<file path="src/verilog/fwd_gen_pkg.sv">
// ----------------------------------------
// Forward data generator shared types
// Packet, descriptor, config and FSM state
// ----------------------------------------

package fwd_gen_pkg;

    // Field widths
    localparam int HOP_W   = 8;
    localparam int DATA_W  = 32;
    localparam int LANE_W  = 2;
    localparam int COUNT_W = 16;

    // Response packet, 42 bits
    typedef struct packed {
        logic [LANE_W-1:0] dest_lane;
        logic [HOP_W-1:0]  hops;
        logic [DATA_W-1:0] data;
    } packet_t;

    // Kernel descriptor, number of packets in the run
    typedef struct packed {
        logic               valid;
        logic [COUNT_W-1:0] count;
    } descriptor_t;

    // Configuration word carrying the hop budget
    typedef struct packed {
        logic             valid;
        logic [HOP_W-1:0] hops;
    } config_t;

    // Packet with its valid strobe, used on every packet port
    typedef struct packed {
        logic    valid;
        packet_t pkt;
    } packet_beat_t;

    // Run control states
    typedef enum logic [2:0] {
        IDLE,
        CFG_REQ,
        CFG_WAIT,
        BUSY,
        PAUSE,
        DRAIN,
        DONE
    } run_state_t;

endpackage

</file>
<file path="src/verilog/packet_fifo.sv">
// ----------------------------------------
// Synchronous FWFT packet FIFO
// Occupancy counter drives the flags
// ----------------------------------------
`timescale 1ns/1ps

module packet_fifo #(
    parameter int DEPTH       = 16,
    parameter int PROG_THRESH = 8
) (
    input  logic                 ap_clk,
    input  logic                 areset_generator,
    input  logic                 wr_en,
    input  fwd_gen_pkg::packet_t din,
    input  logic                 rd_en,
    output fwd_gen_pkg::packet_t dout,
    output logic                 empty,
    output logic                 full,
    output logic                 prog_full
);
    localparam int PTR_W = (DEPTH > 1) ? $clog2(DEPTH) : 1;
    localparam int LVL_W = $clog2(DEPTH + 1);

    fwd_gen_pkg::packet_t mem [DEPTH];
    logic [PTR_W-1:0]     wr_ptr;
    logic [PTR_W-1:0]     rd_ptr;
    logic [LVL_W-1:0]     level;

    // Storage, head word always visible
    always_ff @(posedge ap_clk) begin
        if (wr_en) begin
            mem[wr_ptr] <= din;
        end
    end

    assign dout = mem[rd_ptr];

    always_ff @(posedge ap_clk) begin
        if (areset_generator) begin
            wr_ptr <= '0;
            rd_ptr <= '0;
            level  <= '0;
        end else begin
            if (wr_en) begin
                wr_ptr <= (wr_ptr == PTR_W'(DEPTH - 1)) ? '0 : wr_ptr + PTR_W'(1);
            end
            if (rd_en) begin
                rd_ptr <= (rd_ptr == PTR_W'(DEPTH - 1)) ? '0 : rd_ptr + PTR_W'(1);
            end
            case ({wr_en, rd_en})
                2'b10:   level <= level + LVL_W'(1);
                2'b01:   level <= level - LVL_W'(1);
                default: level <= level;
            endcase
        end
    end

    assign empty     = (level == '0);
    assign full      = (level == LVL_W'(DEPTH));
    assign prog_full = (level >= LVL_W'(PROG_THRESH));

    // Writer and reader sit outside, so guard both ends here
    a_no_write_full: assert property (@(posedge ap_clk) disable iff (areset_generator)
        wr_en |-> !full);
    a_no_read_empty: assert property (@(posedge ap_clk) disable iff (areset_generator)
        rd_en |-> !empty);

endmodule

</file>
<file path="src/verilog/run_control_fsm.sv">
// ----------------------------------------
// Run control FSM
// Descriptor, config fetch, pause and done
// ----------------------------------------
`timescale 1ns/1ps

module run_control_fsm (
    input  logic                          ap_clk,
    input  logic                          areset_generator,
    input  fwd_gen_pkg::descriptor_t      descriptor,
    input  fwd_gen_pkg::config_t          cfg,
    output logic                          cfg_request,
    input  logic                          out_prog_full,
    input  logic                          pipe_idle,
    input  logic                          pop,
    output logic                          pop_enable,
    output logic [fwd_gen_pkg::HOP_W-1:0] hop_budget,
    output logic                          busy,
    output logic                          done
);
    fwd_gen_pkg::run_state_t         state;
    fwd_gen_pkg::run_state_t         next_state;
    logic [fwd_gen_pkg::COUNT_W-1:0] run_count;
    logic [fwd_gen_pkg::COUNT_W-1:0] consumed;
    logic                            accept;
    logic                            count_reached;

    assign accept        = (state == fwd_gen_pkg::IDLE) && descriptor.valid;
    assign count_reached = (consumed == run_count);

    always_ff @(posedge ap_clk) begin
        if (areset_generator) begin
            state <= fwd_gen_pkg::IDLE;
        end else begin
            state <= next_state;
        end
    end

    always_comb begin
        next_state = state;
        case (state)
            fwd_gen_pkg::IDLE:     if (descriptor.valid) next_state = fwd_gen_pkg::CFG_REQ;
            fwd_gen_pkg::CFG_REQ:  next_state = fwd_gen_pkg::CFG_WAIT;
            fwd_gen_pkg::CFG_WAIT: if (cfg.valid) next_state = fwd_gen_pkg::BUSY;
            fwd_gen_pkg::BUSY: begin
                // Finishing the count wins over a pause
                if (count_reached) begin
                    next_state = fwd_gen_pkg::DRAIN;
                end else if (out_prog_full) begin
                    next_state = fwd_gen_pkg::PAUSE;
                end
            end
            fwd_gen_pkg::PAUSE:    if (!out_prog_full) next_state = fwd_gen_pkg::BUSY;
            fwd_gen_pkg::DRAIN:    if (pipe_idle) next_state = fwd_gen_pkg::DONE;
            fwd_gen_pkg::DONE:     next_state = fwd_gen_pkg::IDLE;
            default:               next_state = fwd_gen_pkg::IDLE;
        endcase
    end

    // One-cycle config request on leaving CFG_REQ
    always_ff @(posedge ap_clk) begin
        if (areset_generator) begin
            cfg_request <= 1'b0;
            consumed    <= '0;
        end else begin
            cfg_request <= (state == fwd_gen_pkg::CFG_REQ);
            if (accept) begin
                consumed <= '0;
            end else if (pop) begin
                consumed <= consumed + fwd_gen_pkg::COUNT_W'(1);
            end
        end
    end

    always_ff @(posedge ap_clk) begin
        if (accept) begin
            run_count <= descriptor.count;
        end
        if ((state == fwd_gen_pkg::CFG_WAIT) && cfg.valid) begin
            hop_budget <= cfg.hops;
        end
    end

    assign pop_enable = (state == fwd_gen_pkg::BUSY) && !count_reached;
    assign busy       = (state != fwd_gen_pkg::IDLE) && (state != fwd_gen_pkg::DONE);
    assign done       = (state == fwd_gen_pkg::DONE);

    // Pop is formed in the top level against the input FIFO
    a_pop_within_count: assert property (@(posedge ap_clk) disable iff (areset_generator)
        pop |-> (consumed < run_count));

endmodule

</file>
<file path="src/verilog/hop_forward_stage.sv">
// ----------------------------------------
// Hop forwarding stage
// Drops zero-hop packets, subtracts budget
// ----------------------------------------
`timescale 1ns/1ps

module hop_forward_stage (
    input  logic                          ap_clk,
    input  logic                          areset_generator,
    input  fwd_gen_pkg::packet_beat_t     in_beat,
    input  logic [fwd_gen_pkg::HOP_W-1:0] hop_budget,
    output fwd_gen_pkg::packet_beat_t     out_beat
);
    logic                          out_valid_q;
    fwd_gen_pkg::packet_t          out_pkt_q;
    logic [fwd_gen_pkg::HOP_W-1:0] next_hops;
    logic                          forward;

    // Saturating subtract of the budget
    assign next_hops = (in_beat.pkt.hops >= hop_budget) ? (in_beat.pkt.hops - hop_budget) : '0;

    // A packet that arrives with no hops left ends here
    assign forward = in_beat.valid && (in_beat.pkt.hops != '0);

    always_ff @(posedge ap_clk) begin
        if (areset_generator) begin
            out_valid_q <= 1'b0;
        end else begin
            out_valid_q <= forward;
        end
    end

    always_ff @(posedge ap_clk) begin
        if (in_beat.valid) begin
            out_pkt_q <= '{
                dest_lane: in_beat.pkt.dest_lane,
                hops:      next_hops,
                data:      in_beat.pkt.data
            };
        end
    end

    assign out_beat = '{valid: out_valid_q, pkt: out_pkt_q};

endmodule

</file>
<file path="src/verilog/lane_credit_gate.sv">
// ----------------------------------------
// Lane credit gate
// Releases the output head to its lane
// ----------------------------------------
`timescale 1ns/1ps

module lane_credit_gate #(
    parameter int NUM_LANES    = 4,
    parameter int LANE_CREDITS = 4
) (
    input  logic                      ap_clk,
    input  logic                      areset_generator,
    input  fwd_gen_pkg::packet_t      head,
    input  logic                      head_valid,
    input  logic [NUM_LANES-1:0]      lane_credit,
    output logic                      pop,
    output fwd_gen_pkg::packet_beat_t out_pkt
);
    localparam int CNT_W = $clog2(LANE_CREDITS + 1);

    logic [CNT_W-1:0]     credits [NUM_LANES];
    logic [NUM_LANES-1:0] spend;
    logic                 out_valid_q;
    fwd_gen_pkg::packet_t out_pkt_q;

    // Head waits until its own lane has a credit
    assign pop = head_valid && (credits[head.dest_lane] != '0);

    // ----------------------------------------
    // Per-lane credit counters
    // ----------------------------------------
    for (genvar k = 0; k < NUM_LANES; k++) begin : g_lane
        assign spend[k] = pop && (head.dest_lane == fwd_gen_pkg::LANE_W'(k));

        always_ff @(posedge ap_clk) begin
            if (areset_generator) begin
                credits[k] <= CNT_W'(LANE_CREDITS);
            end else begin
                case ({spend[k], lane_credit[k]})
                    2'b10:   credits[k] <= credits[k] - CNT_W'(1);
                    2'b01:   credits[k] <= credits[k] + CNT_W'(1);
                    default: credits[k] <= credits[k];
                endcase
            end
        end

        // Returns come from downstream and must not exceed what was sent
        a_credit_max: assert property (@(posedge ap_clk) disable iff (areset_generator)
            credits[k] <= CNT_W'(LANE_CREDITS));
        // An empty lane stays empty until a credit comes back
        a_credit_min: assert property (@(posedge ap_clk) disable iff (areset_generator)
            (credits[k] == '0) && !lane_credit[k] |=> (credits[k] == '0));
    end

    // Registered launch onto the lane
    always_ff @(posedge ap_clk) begin
        if (areset_generator) begin
            out_valid_q <= 1'b0;
        end else begin
            out_valid_q <= pop;
        end
    end

    always_ff @(posedge ap_clk) begin
        if (pop) begin
            out_pkt_q <= head;
        end
    end

    assign out_pkt = '{valid: out_valid_q, pkt: out_pkt_q};

endmodule

</file>
<file path="src/verilog/forward_data_generator.sv">
// ----------------------------------------
// Forward data generator engine
// Input FIFO, hop stage, output FIFO, lanes
// ----------------------------------------
`timescale 1ns/1ps

module forward_data_generator #(
    parameter int IN_DEPTH     = 16,
    parameter int OUT_DEPTH    = 16,
    parameter int PROG_THRESH  = 8,
    parameter int NUM_LANES    = 4,
    parameter int LANE_CREDITS = 4
) (
    input  logic                      ap_clk,
    input  logic                      areset_generator,
    input  fwd_gen_pkg::descriptor_t  descriptor,
    input  fwd_gen_pkg::config_t      cfg,
    output logic                      cfg_request,
    input  fwd_gen_pkg::packet_beat_t in_pkt,
    output logic                      in_credit,
    output fwd_gen_pkg::packet_beat_t out_pkt,
    input  logic [NUM_LANES-1:0]      lane_credit,
    output logic                      busy,
    output logic                      done
);
    fwd_gen_pkg::packet_t          in_head;
    logic                          in_empty;
    logic                          in_pop;
    logic                          pop_enable;
    logic [fwd_gen_pkg::HOP_W-1:0] hop_budget;
    fwd_gen_pkg::packet_beat_t     stage_beat;
    fwd_gen_pkg::packet_t          out_head;
    logic                          out_empty;
    logic                          out_prog_full;
    logic                          out_pop;
    logic                          pipe_idle;

    // Input side, FIFO empty is only checked here
    assign in_pop    = pop_enable && !in_empty;
    assign pipe_idle = in_empty && out_empty && !stage_beat.valid;

    // Upstream credit follows each pop by one cycle
    always_ff @(posedge ap_clk) begin
        if (areset_generator) begin
            in_credit <= 1'b0;
        end else begin
            in_credit <= in_pop;
        end
    end

    packet_fifo #(.DEPTH(IN_DEPTH), .PROG_THRESH(IN_DEPTH)) u_in_fifo (
        .ap_clk(ap_clk), .areset_generator(areset_generator),
        .wr_en(in_pkt.valid), .din(in_pkt.pkt), .rd_en(in_pop), .dout(in_head),
        .empty(in_empty), .full(), .prog_full()
    );

    run_control_fsm u_run_control_fsm (
        .ap_clk(ap_clk), .areset_generator(areset_generator),
        .descriptor(descriptor), .cfg(cfg), .cfg_request(cfg_request),
        .out_prog_full(out_prog_full), .pipe_idle(pipe_idle), .pop(in_pop),
        .pop_enable(pop_enable), .hop_budget(hop_budget), .busy(busy), .done(done)
    );

    hop_forward_stage u_hop_forward_stage (
        .ap_clk(ap_clk), .areset_generator(areset_generator),
        .in_beat('{valid: in_pop, pkt: in_head}), .hop_budget(hop_budget),
        .out_beat(stage_beat)
    );

    packet_fifo #(.DEPTH(OUT_DEPTH), .PROG_THRESH(PROG_THRESH)) u_out_fifo (
        .ap_clk(ap_clk), .areset_generator(areset_generator),
        .wr_en(stage_beat.valid), .din(stage_beat.pkt), .rd_en(out_pop), .dout(out_head),
        .empty(out_empty), .full(), .prog_full(out_prog_full)
    );

    lane_credit_gate #(.NUM_LANES(NUM_LANES), .LANE_CREDITS(LANE_CREDITS)) u_lane_credit_gate (
        .ap_clk(ap_clk), .areset_generator(areset_generator),
        .head(out_head), .head_valid(!out_empty), .lane_credit(lane_credit),
        .pop(out_pop), .out_pkt(out_pkt)
    );

endmodule

</file>
<file path="config.mk">
export PLATFORM = sky130hd
export DESIGN_NAME = forward_data_generator
export DESIGN_NICKNAME = d
export VERILOG_FILES = /design/src/verilog/fwd_gen_pkg.sv /design/src/verilog/packet_fifo.sv /design/src/verilog/run_control_fsm.sv /design/src/verilog/hop_forward_stage.sv /design/src/verilog/lane_credit_gate.sv /design/src/verilog/forward_data_generator.sv
export SDC_FILE = /design/constraint.sdc
export NUM_CORES = 1
export LEC_CHECK = 0
export BUFFER_PORTS_ARGS = -buffer_cell sky130_fd_sc_hd__buf_2
export CORE_MARGIN = 2
export CORE_UTILIZATION = 62
export DETAILED_ROUTE_END_ITERATION = 8
export HOLD_SLACK_MARGIN = 0.12
export PLACE_DENSITY = 0.83
export SLEW_MARGIN = 20
export SYNTH_ARGS = -nofsm -noshare
export SYNTH_HDL_FRONTEND = slang
export SYNTH_SLANG_ARGS = --single-unit
</file>
<file path="constraint.sdc">
create_clock -name ap_clk -period 7.72 [get_ports ap_clk]
set_input_delay 0.772 -clock ap_clk [delete_from_list [all_inputs] [get_ports ap_clk]]
set_output_delay 0.772 -clock ap_clk [all_outputs]
set_load 0.005 [all_outputs]
</file>
==> impl.org, run 1 <==
** Yosys
- Share of synthesized area occupied by flip-flops and latches :: 0.777
- Number of flip-flops and latches in the synthesized netlist :: 1521
- Most used flip-flop cell after synthesis :: sky130_fd_sc_hd__edfxtp_1
- The number of nets in the synthesized netlist is 2642.
- During synthesis, Yosys emitted a total of 0 warnings.
- Instance count of the mapped netlist :: roughly 2.5k
- Post-synth EDFFs :: 1464
- Yosys mapped the design onto 60 distinct sky130hd cell types.
- Asr flop ratio synth :: 0
- Synthesized area per cell :: 23.0 µm²
- The cell area that synthesis handed to floorplanning was 0.0581 mm².

** Timing
- Time the worst path needs with I/O delays and setup :: 5.54 ns
- Setup total negative slack :: 0 ns
- Timing would allow up to 0.181 GHz.
- For the final database, setup skew stands at 0.0312 ns.
- Final Hold Vio Count :: 0
- The number of max-slew violations in the final report was 0.
- Number of setup violations in the final report :: 0
- Unrepaired setup endpoints after global routing :: false
- For the pin with the worst max-slew slack, the measured transition is 1.10 ns.
- Hold timing on the final database bottoms out at a slack of 0.203 ns.
- In the finished design, the share of the clock period the worst path needs comes to 0.717.
- In this run the tightest slew margin relative to its limit is 0.265.

** Critical path
- For the worst setup path, the data arrival time is ~6 ns.
- The setup path with the least slack is of type reg -> reg.
- R2R depth :: 16
- In this run the worst path has a maximum fanout of 68.
- STA puts the critical path data required time at about 8.3 ns.
- Setup crit end kind :: register
- The setup check on the worst reg-to-reg path leaves a slack of ~2.2 ns.
- In this run the critical register-to-register path is captured at u_out_fifo.level[3]$_SDFFE_PP0P_.
- Startpoint kind of the worst setup timing path :: register

** Place
- The congestion estimate from routability-driven global placement came to 0.776.
- After detailed placement, the total cell area comes to 0.0602 mm².
- Number of I/O port buffers :: 121
- HPWL after detailed placement :: 67.1 mm
- The number of placed instances, taps included, is 3818.

** Clocking
- Post-cts repair resize count :: 0
- The clock reaches the later pin of the worst-skew pair after 0.76 ns.
- After clock tree synthesis, the clock-pin slew on the worst setup and hold paths is about 0.060 ns.
- Clk sink count :: 1521
- Post-CTS setup buffer count :: 0
- TritonCTS built the clock tree.
- Buffer levels on the longest clock path :: 3
- Deepest level of the CTS H-tree :: 4
- Root cell of the clock tree :: sky130_fd_sc_hd__clkbuf_16
- Buffers inserted to repair hold after CTS numbered 0.
- Number of CTS-inserted buffers :: 144

** Floorplan
- The die is 310 µm wide.
- The die is 310 µm tall.
- Effective utilization at floorplan :: 0.624
- Num ports :: roughly 120
- The floorplan step defined a die boundary enclosing 0.0961 mm².
- The initialized floorplan defines ~110 standard-cell rows.
- In this run the standard cell core region covers 0.0930 mm².

** Route
- Summed over all layers, the routed wires come to 139 mm.
- Vias after detailed routing :: 28.0k
- Wire length per cell after detailed routing :: approximately 34 µm
- For this run, design rule violations remaining after detail routing come to 0.
- First-pass detailed-route iteration total :: 5
- DRT antenna net count :: 0
- In this run, the number of DRC markers left after iteration 0 of detailed routing was 4071.
- Dividing the detail-routed via count by the number of cells gives around 6.8.

** Cells and area
- The net count of the finished layout is 2829.
- From synthesis to final layout, the design area changed by 11.8%.
- Fraction of final layout cells sized beyond drive strength 1 :: 0.292
- Leading cell type in the layout, fill and taps excluded :: sky130_fd_sc_hd__edfxtp_1
- The filler cells instantiated in the layout total approximately 5.1k.
- Final cell area excluding filler cells :: 0.0649 mm²
- In the layout the commonest cells are 1464 x sky130_fd_sc_hd__edfxtp_1, 415 x sky130_fd_sc_hd__mux4_2, 147 x sky130_fd_sc_hd__clkbuf_16, 121 x sky130_fd_sc_hd__buf_2, 61 x sky130_fd_sc_hd__nor2_1.
- Final cell count without fillers :: between 4k and 5k

** Power
- Power Dens Cells :: around 300 mW/mm²
- Max rail drop VDD :: ~280 µV
- The analysis attributes to cell leakage a power of 20.2 nW.
- Summing internal, switching and leakage power gives 19.2 mW.

** GRT
- The first global-routing pass estimated 201 mm of wire.
- Largest net degree at the start of global routing :: 120
- Global-route usage over all layers :: 0.297
- The via count of the first global-routing pass was 29.1k.
- Global routing finished with a remaining overflow of 0.
- The initial antenna violation count came to 18.

** Hold path
- The path with the worst hold slack has its endpoint at u_run_control_fsm.run_count[8]$_DFFE_PP_.
- Along the worst hold path, the cell count comes to 1.
- Type of the most critical hold path :: in -> reg
- Worst hold start :: descriptor[8]

** Outcome
- Run status :: finished, final reports clean

** Flow run
- The tool flagged a number of max-cap violations equal to 0.
registers in the layout, summed over array words and instances (netlist names), 5 cells and up, named ones only:
name                          count
u_in_fifo.mem                   672
u_lane_credit_gate.credits       12
u_out_fifo.level                  5
u_in_fifo.level                   5
u_out_fifo.mem                  672
u_run_control_fsm.consumed       16
u_hop_forward_stage.out_beat     42
u_lane_credit_gate.out_pkt       42
u_run_control_fsm.run_count      16
u_run_control_fsm.hop_budget      8
report_power, final:
group	leakage (nW)	internal, mW	switching, mW
Combinational	4.24	1.19	1.29
Clock	2.26	4.00	3.08
Sequential	13.7	9.38	0.286
Total	20.2	14.6	4.65
logic make-up (layout without fill, tap and decap cells):
group,Yosys count,in the layout,synth area share
AO/OA/AOI/OAI,76,76,0.00916
XOR/XNOR,53,53,0.00799
adder cells (fa/ha/maj),43,43,0.00965
buffers and inverters,158,462,0.0112
flip-flops,1521,1521,0.777
multiplexers,433,433,0.164
other,0,10,0
AND/OR/NAND/NOR,240,240,0.0211
through the flow:
stage | setup WS [ns] | util
2_1_floorplan | 3.28 | -
3_3_place_gp | 2.64 | 0.647
3_5_place_dp | 2.26 | 0.647
4_1_cts | 2.16 | 0.697
5_1_grt | 1.91 | 0.698
6_report | 2.18 | 0.698
synth_stat cells (all sizes together) (11+ instances only):
cell type / number / area [µm²]
a21oi: 28 / 140
and2: 19 / 119
buf: 54 / 259
clkbuf: 62 / 233
dfxtp: 57 / 1140
edfxtp: 1464 / 44000
ha: 40 / 500
inv: 41 / 154
mux2i: 14 / 140
mux4: 415 / 9350
nand2: 33 / 126
nand2b: 13 / 81.3
nand4: 11 / 68.8
nor2: 75 / 282
nor2b: 11 / 68.8
nor3: 25 / 125
xnor2: 17 / 149
xor2: 36 / 315
critical path, cell delays in order, from the launching register on:
cell and delay [ns]:
sky130_fd_sc_hd__dfxtp_4 0.72, sky130_fd_sc_hd__buf_4 0.90, sky130_fd_sc_hd__nor2b_1 0.10, sky130_fd_sc_hd__a22oi_1 0.28
sky130_fd_sc_hd__nand4_1 0.20, sky130_fd_sc_hd__o41ai_4 0.20, sky130_fd_sc_hd__mux2_4 0.38, sky130_fd_sc_hd__o22a_4 0.29
sky130_fd_sc_hd__inv_2 0.06, sky130_fd_sc_hd__buf_4 0.61, sky130_fd_sc_hd__ha_1 0.41, sky130_fd_sc_hd__nor2b_1 0.11
sky130_fd_sc_hd__a21o_1 0.17, sky130_fd_sc_hd__a222oi_1 0.43, sky130_fd_sc_hd__nor2_1 0.15, sky130_fd_sc_hd__xnor2_1 0.27
sky130_fd_sc_hd__nor2_1 0.08
per-layer routing:
metal	vias up	wire, µm	part of all wire	global-route usage
met4	16	5190	0.037	0.121
met1	14800	49000	0.35	0.381
met2	1895	73300	0.53	0.509
met3	340	11500	0.083	0.0550
li1	11000	-	-	-
met5	-	101	0.00073	0
final cells by class:
cell class              count  area [µm²]  share of cell area
flip-flops and latches   1521       45100               0.695
multi-input cells         845       12500               0.192
inverters                  42         159             0.00245
well taps                1254        1570              0.0242
clock inverters            81         837              0.0129
clock buffers             182        3820              0.0588
diodes                     10        25.0            0.000385
repair buffers            157         908              0.0140
worst max path at each step:
| stage | slack [ns] | to | from |
|---|---|---|---|
| finish | 2.18 | u_out_fifo.level[3]$_SDFFE_PP0P_ | register |
| global route | 1.91 | u_out_fifo.level[3]$_SDFFE_PP0P_ | register |
| floorplan | 3.28 | u_out_fifo.level[4]$_SDFFE_PP0P_ | register |
| detailed placement | 2.26 | u_out_fifo.level[3]$_SDFFE_PP0P_ | register |
| global placement | 2.64 | u_out_fifo.level[4]$_SDFFE_PP0P_ | register |
| CTS | 2.16 | u_out_fifo.level[3]$_SDFFE_PP0P_ | register |
(Power assumes the default switching activity.)
==> run 2, diff against run 1 <==
clock period = 5.2 ns   (was 7.72 ns; I/O delays follow)
==> run 2 against run 1 <==
Wire length increased by 6.6%; register-to-register slack worse by 1.4 ns; setup slack worse by 1.4 ns.
==> impl.org, run 2 (synthesis gave the netlist of run 1 again) <==
** Route
- The DRC violation count after routing was 0 (unchanged).
- The average wire length per cell after detail routing was 35.8 µm (was 34.0 µm).
- Vias after detailed routing :: 28.8k (was 28.0k)
- The number of vias per cell after detailed routing was 6.96 (was 6.84).
- The count of routing violations after the opening detailed-route iteration is 4103 (was 4071).
- DRT antenna net count :: 0 (unchanged)
- Total Wirelength :: 148 mm (was 139 mm)
- First-pass detailed-route iteration total :: 7 (was 5)

** Cells and area
- Fraction of final layout cells sized beyond drive strength 1 :: 0.294 (was 0.292)
- Most used cells in the layout excluding fill and tap cells: 1464 x sky130_fd_sc_hd__edfxtp_1, 415 x sky130_fd_sc_hd__mux4_2, 148 x sky130_fd_sc_hd__clkbuf_16, 121 x sky130_fd_sc_hd__buf_2, 61 x sky130_fd_sc_hd__nor2_1 (was 1464 x sky130_fd_sc_hd__edfxtp_1, 415 x sky130_fd_sc_hd__mux4_2, 147 x sky130_fd_sc_hd__clkbuf_16, 121 x sky130_fd_sc_hd__buf_2, 61 x sky130_fd_sc_hd__nor2_1).
- The total number of nets in the final design is 2887 (was 2829).
- The growth of design area from synthesis to finish came to 12.8% (was 11.8%).
- The utilization after layout came to 0.704 (was 0.698).
- Final cell area excluding filler cells :: 0.0655 mm² (was 0.0649 mm²)
- Regs by FF count: u_in_fifo.mem (672), u_out_fifo.mem (672) (unchanged).
- Leading cell type in the layout, fill and taps excluded :: sky130_fd_sc_hd__edfxtp_1 (unchanged)

** Clocking
- The number of buffers inserted to repair setup after CTS came to 0 (unchanged).
- The number of clock buffers inserted by TritonCTS is 144 (unchanged).
- The total clock sinks is 1521 (unchanged).
- Root cell of the clock tree :: sky130_fd_sc_hd__clkbuf_16 (unchanged)
- Deepest level of the CTS H-tree :: 4 (unchanged)
- Buffer levels on the longest clock path :: 3 (unchanged)
- The clock tree from TritonCTS is done (unchanged).
- Post-cts repair resize count :: 0 (unchanged)
- Post-CTS Hold Fix Bufs :: 56 (was 0)
- Clk slew on worst S/H paths :: 0.07 ns (was 0.06 ns)
- Clock Latency Late Sink :: 0.76 ns (about the same)

** Floorplan
- The I/O pin total came to 122 (unchanged).
- The core area came to 0.0930 mm² (unchanged).
- Die X-Extent :: 310 µm (unchanged)
- The area enclosed by the die boundary came to 0.0961 mm² (unchanged).
- The initial core utilization came to 0.624 (unchanged).
- The die height is 310 µm (unchanged).
- Rows :: 112 (unchanged)

** Critical path
- The number of cell instances on the worst register-to-register path is 15 (was 16).
- The endpoint type of the worst setup path is a register (unchanged).
- Required time at the endpoint of the critical path :: 5.82 ns (was 8.33 ns)
- The arrival time of data at the critical path endpoint came to 5.04 ns (was 6.15 ns).
- The nature of the critical path startpoint was a register (unchanged).
- The critical path class is reg -> reg (unchanged).
- The maximum fanout count along the critical path is 29 (was 68).

** GRT
- Wire length of the first global-routing pass :: 211 mm (was 201 mm)
- The final global-route overflow total was 0 (unchanged).
- Largest net degree at the start of global routing :: 80 (was 120)
- Antenna violations before repair :: 10 (was 18)
- Vias in the first global route :: 30.1k (was 29.1k)
- Global-route usage over all layers :: 0.316 (was 0.297)

** Power
- The static leakage came to 20.5 nW (was 20.2 nW).
- The total power density per cell area is 438 mW/mm² (was 296 mW/mm²).
- Max rail drop VDD :: 357 µV (was 281 µV)

** Timing
- Final Hold Vio Count :: 0 (unchanged)
- Minimum setup slack in the final design :: 0.788 ns (was 2.18 ns)
- The post-layout minimum cycle time is 4.41 ns (was 5.54 ns).
- Count of pins over their slew limit :: 0 (unchanged)
- Unrepaired setup endpoints after global routing: false (unchanged).
- Peak clock frequency supported by timing :: 0.227 GHz (was 0.181 GHz)
- Tcrit/Tclk final :: 0.848 (was 0.717)
- The count of endpoints failing setup in the final report was 0 (unchanged).
- Tightest Pin Transition :: 1.15 ns (was 1.10 ns)
- Setup total negative slack :: 0 ns (unchanged)
- The relative slew slack was 0.229 (was 0.265).
- The setup skew after layout was 0.0305 ns (was 0.0312 ns).

** Hold path
- The origin of the worst min-delay path was in_pkt[24] (was descriptor[8]).
- Type of the most critical hold path :: in -> reg (unchanged)
- The instance count along the most critical hold path came to 1 (unchanged).

** Place
- The routability congestion estimate from global placement came to 0.813 (was 0.776).
- The worst setup timing slack at the placement stage came to 1.05 ns (was 2.26 ns).
- Number of I/O port buffers :: 121 (unchanged)
- The placed cell area came to 0.0602 mm² (about the same).
- The half-perimeter wire length after placement came to 68.2 mm (was 67.1 mm).

** Outcome
- Run status: finished, final reports clean (unchanged).

** Flow run
- Number of maximum-capacitance constraint violations :: 0 (unchanged)
-- run 2: area by class of cell --
cell class                      count  area [µm²]
Sequential cell                  1521       45100
Fill cell                        5039       27600
Multi-Input combinational cell    845       12500
Clock buffer                      178        3870
Tap cell                         1254        1570
Timing Repair Buffer              215        1450
Clock inverter                     81         826
Inverter                           42         159
Antenna cell                        4        10.0
-- run 2: worst max-delay path: stages, from the launching register on --
cell and delay (ns):
sky130_fd_sc_hd__dfxtp_2 1.01, sky130_fd_sc_hd__a2111oi_2 0.17, sky130_fd_sc_hd__o41ai_4 0.66, sky130_fd_sc_hd__mux2_4 0.39
sky130_fd_sc_hd__o22a_4 0.29, sky130_fd_sc_hd__inv_2 0.09, sky130_fd_sc_hd__ha_1 0.34, sky130_fd_sc_hd__xor2_1 0.14
sky130_fd_sc_hd__ha_1 0.25, sky130_fd_sc_hd__nor3b_1 0.20, sky130_fd_sc_hd__a21oi_1 0.08, sky130_fd_sc_hd__o22ai_1 0.18
sky130_fd_sc_hd__nand2b_1 0.09, sky130_fd_sc_hd__a21oi_1 0.19, sky130_fd_sc_hd__xnor2_1 0.14, sky130_fd_sc_hd__nor2_1 0.05
-- run 2: metal layers --
metal	track usage	vias up	routed length [µm]
met4	0.169	8	8480
met2	0.543	2310	77300
met5	0	-	44
met3	0.0603	572	13900
li1	-	11100	-
met1	0.384	14900	48600
-- run 2: final timing paths --
path	endpoint	slack (ns)
hold / removal	u_in_fifo.mem[9][24]$_DFFE_PP_	0.16
setup reg to reg	u_out_fifo.level[4]$_SDFFE_PP0P_	0.79
setup / recovery	u_out_fifo.level[4]$_SDFFE_PP0P_	0.79
hold reg to reg	register	0.53
-- run 2: report_power, final --
part           internal (mW)  total, mW  switching, mW
clock                   5.97       10.6           4.67
combinational           1.81       3.79           1.99
sequential              13.9       14.2          0.321
total                   21.7       28.7           6.98
-- run 2: per-stage QoR --
step	hold WS, ns	instances	total power, mW
detailed placement	0.504	3821	18.1
CTS	0.120	4136	28.6
global route	0.154	4139	29.3
global placement	0.466	3821	17.9
finish	0.156	4140	28.7
floorplan	0.458	2524	17.0
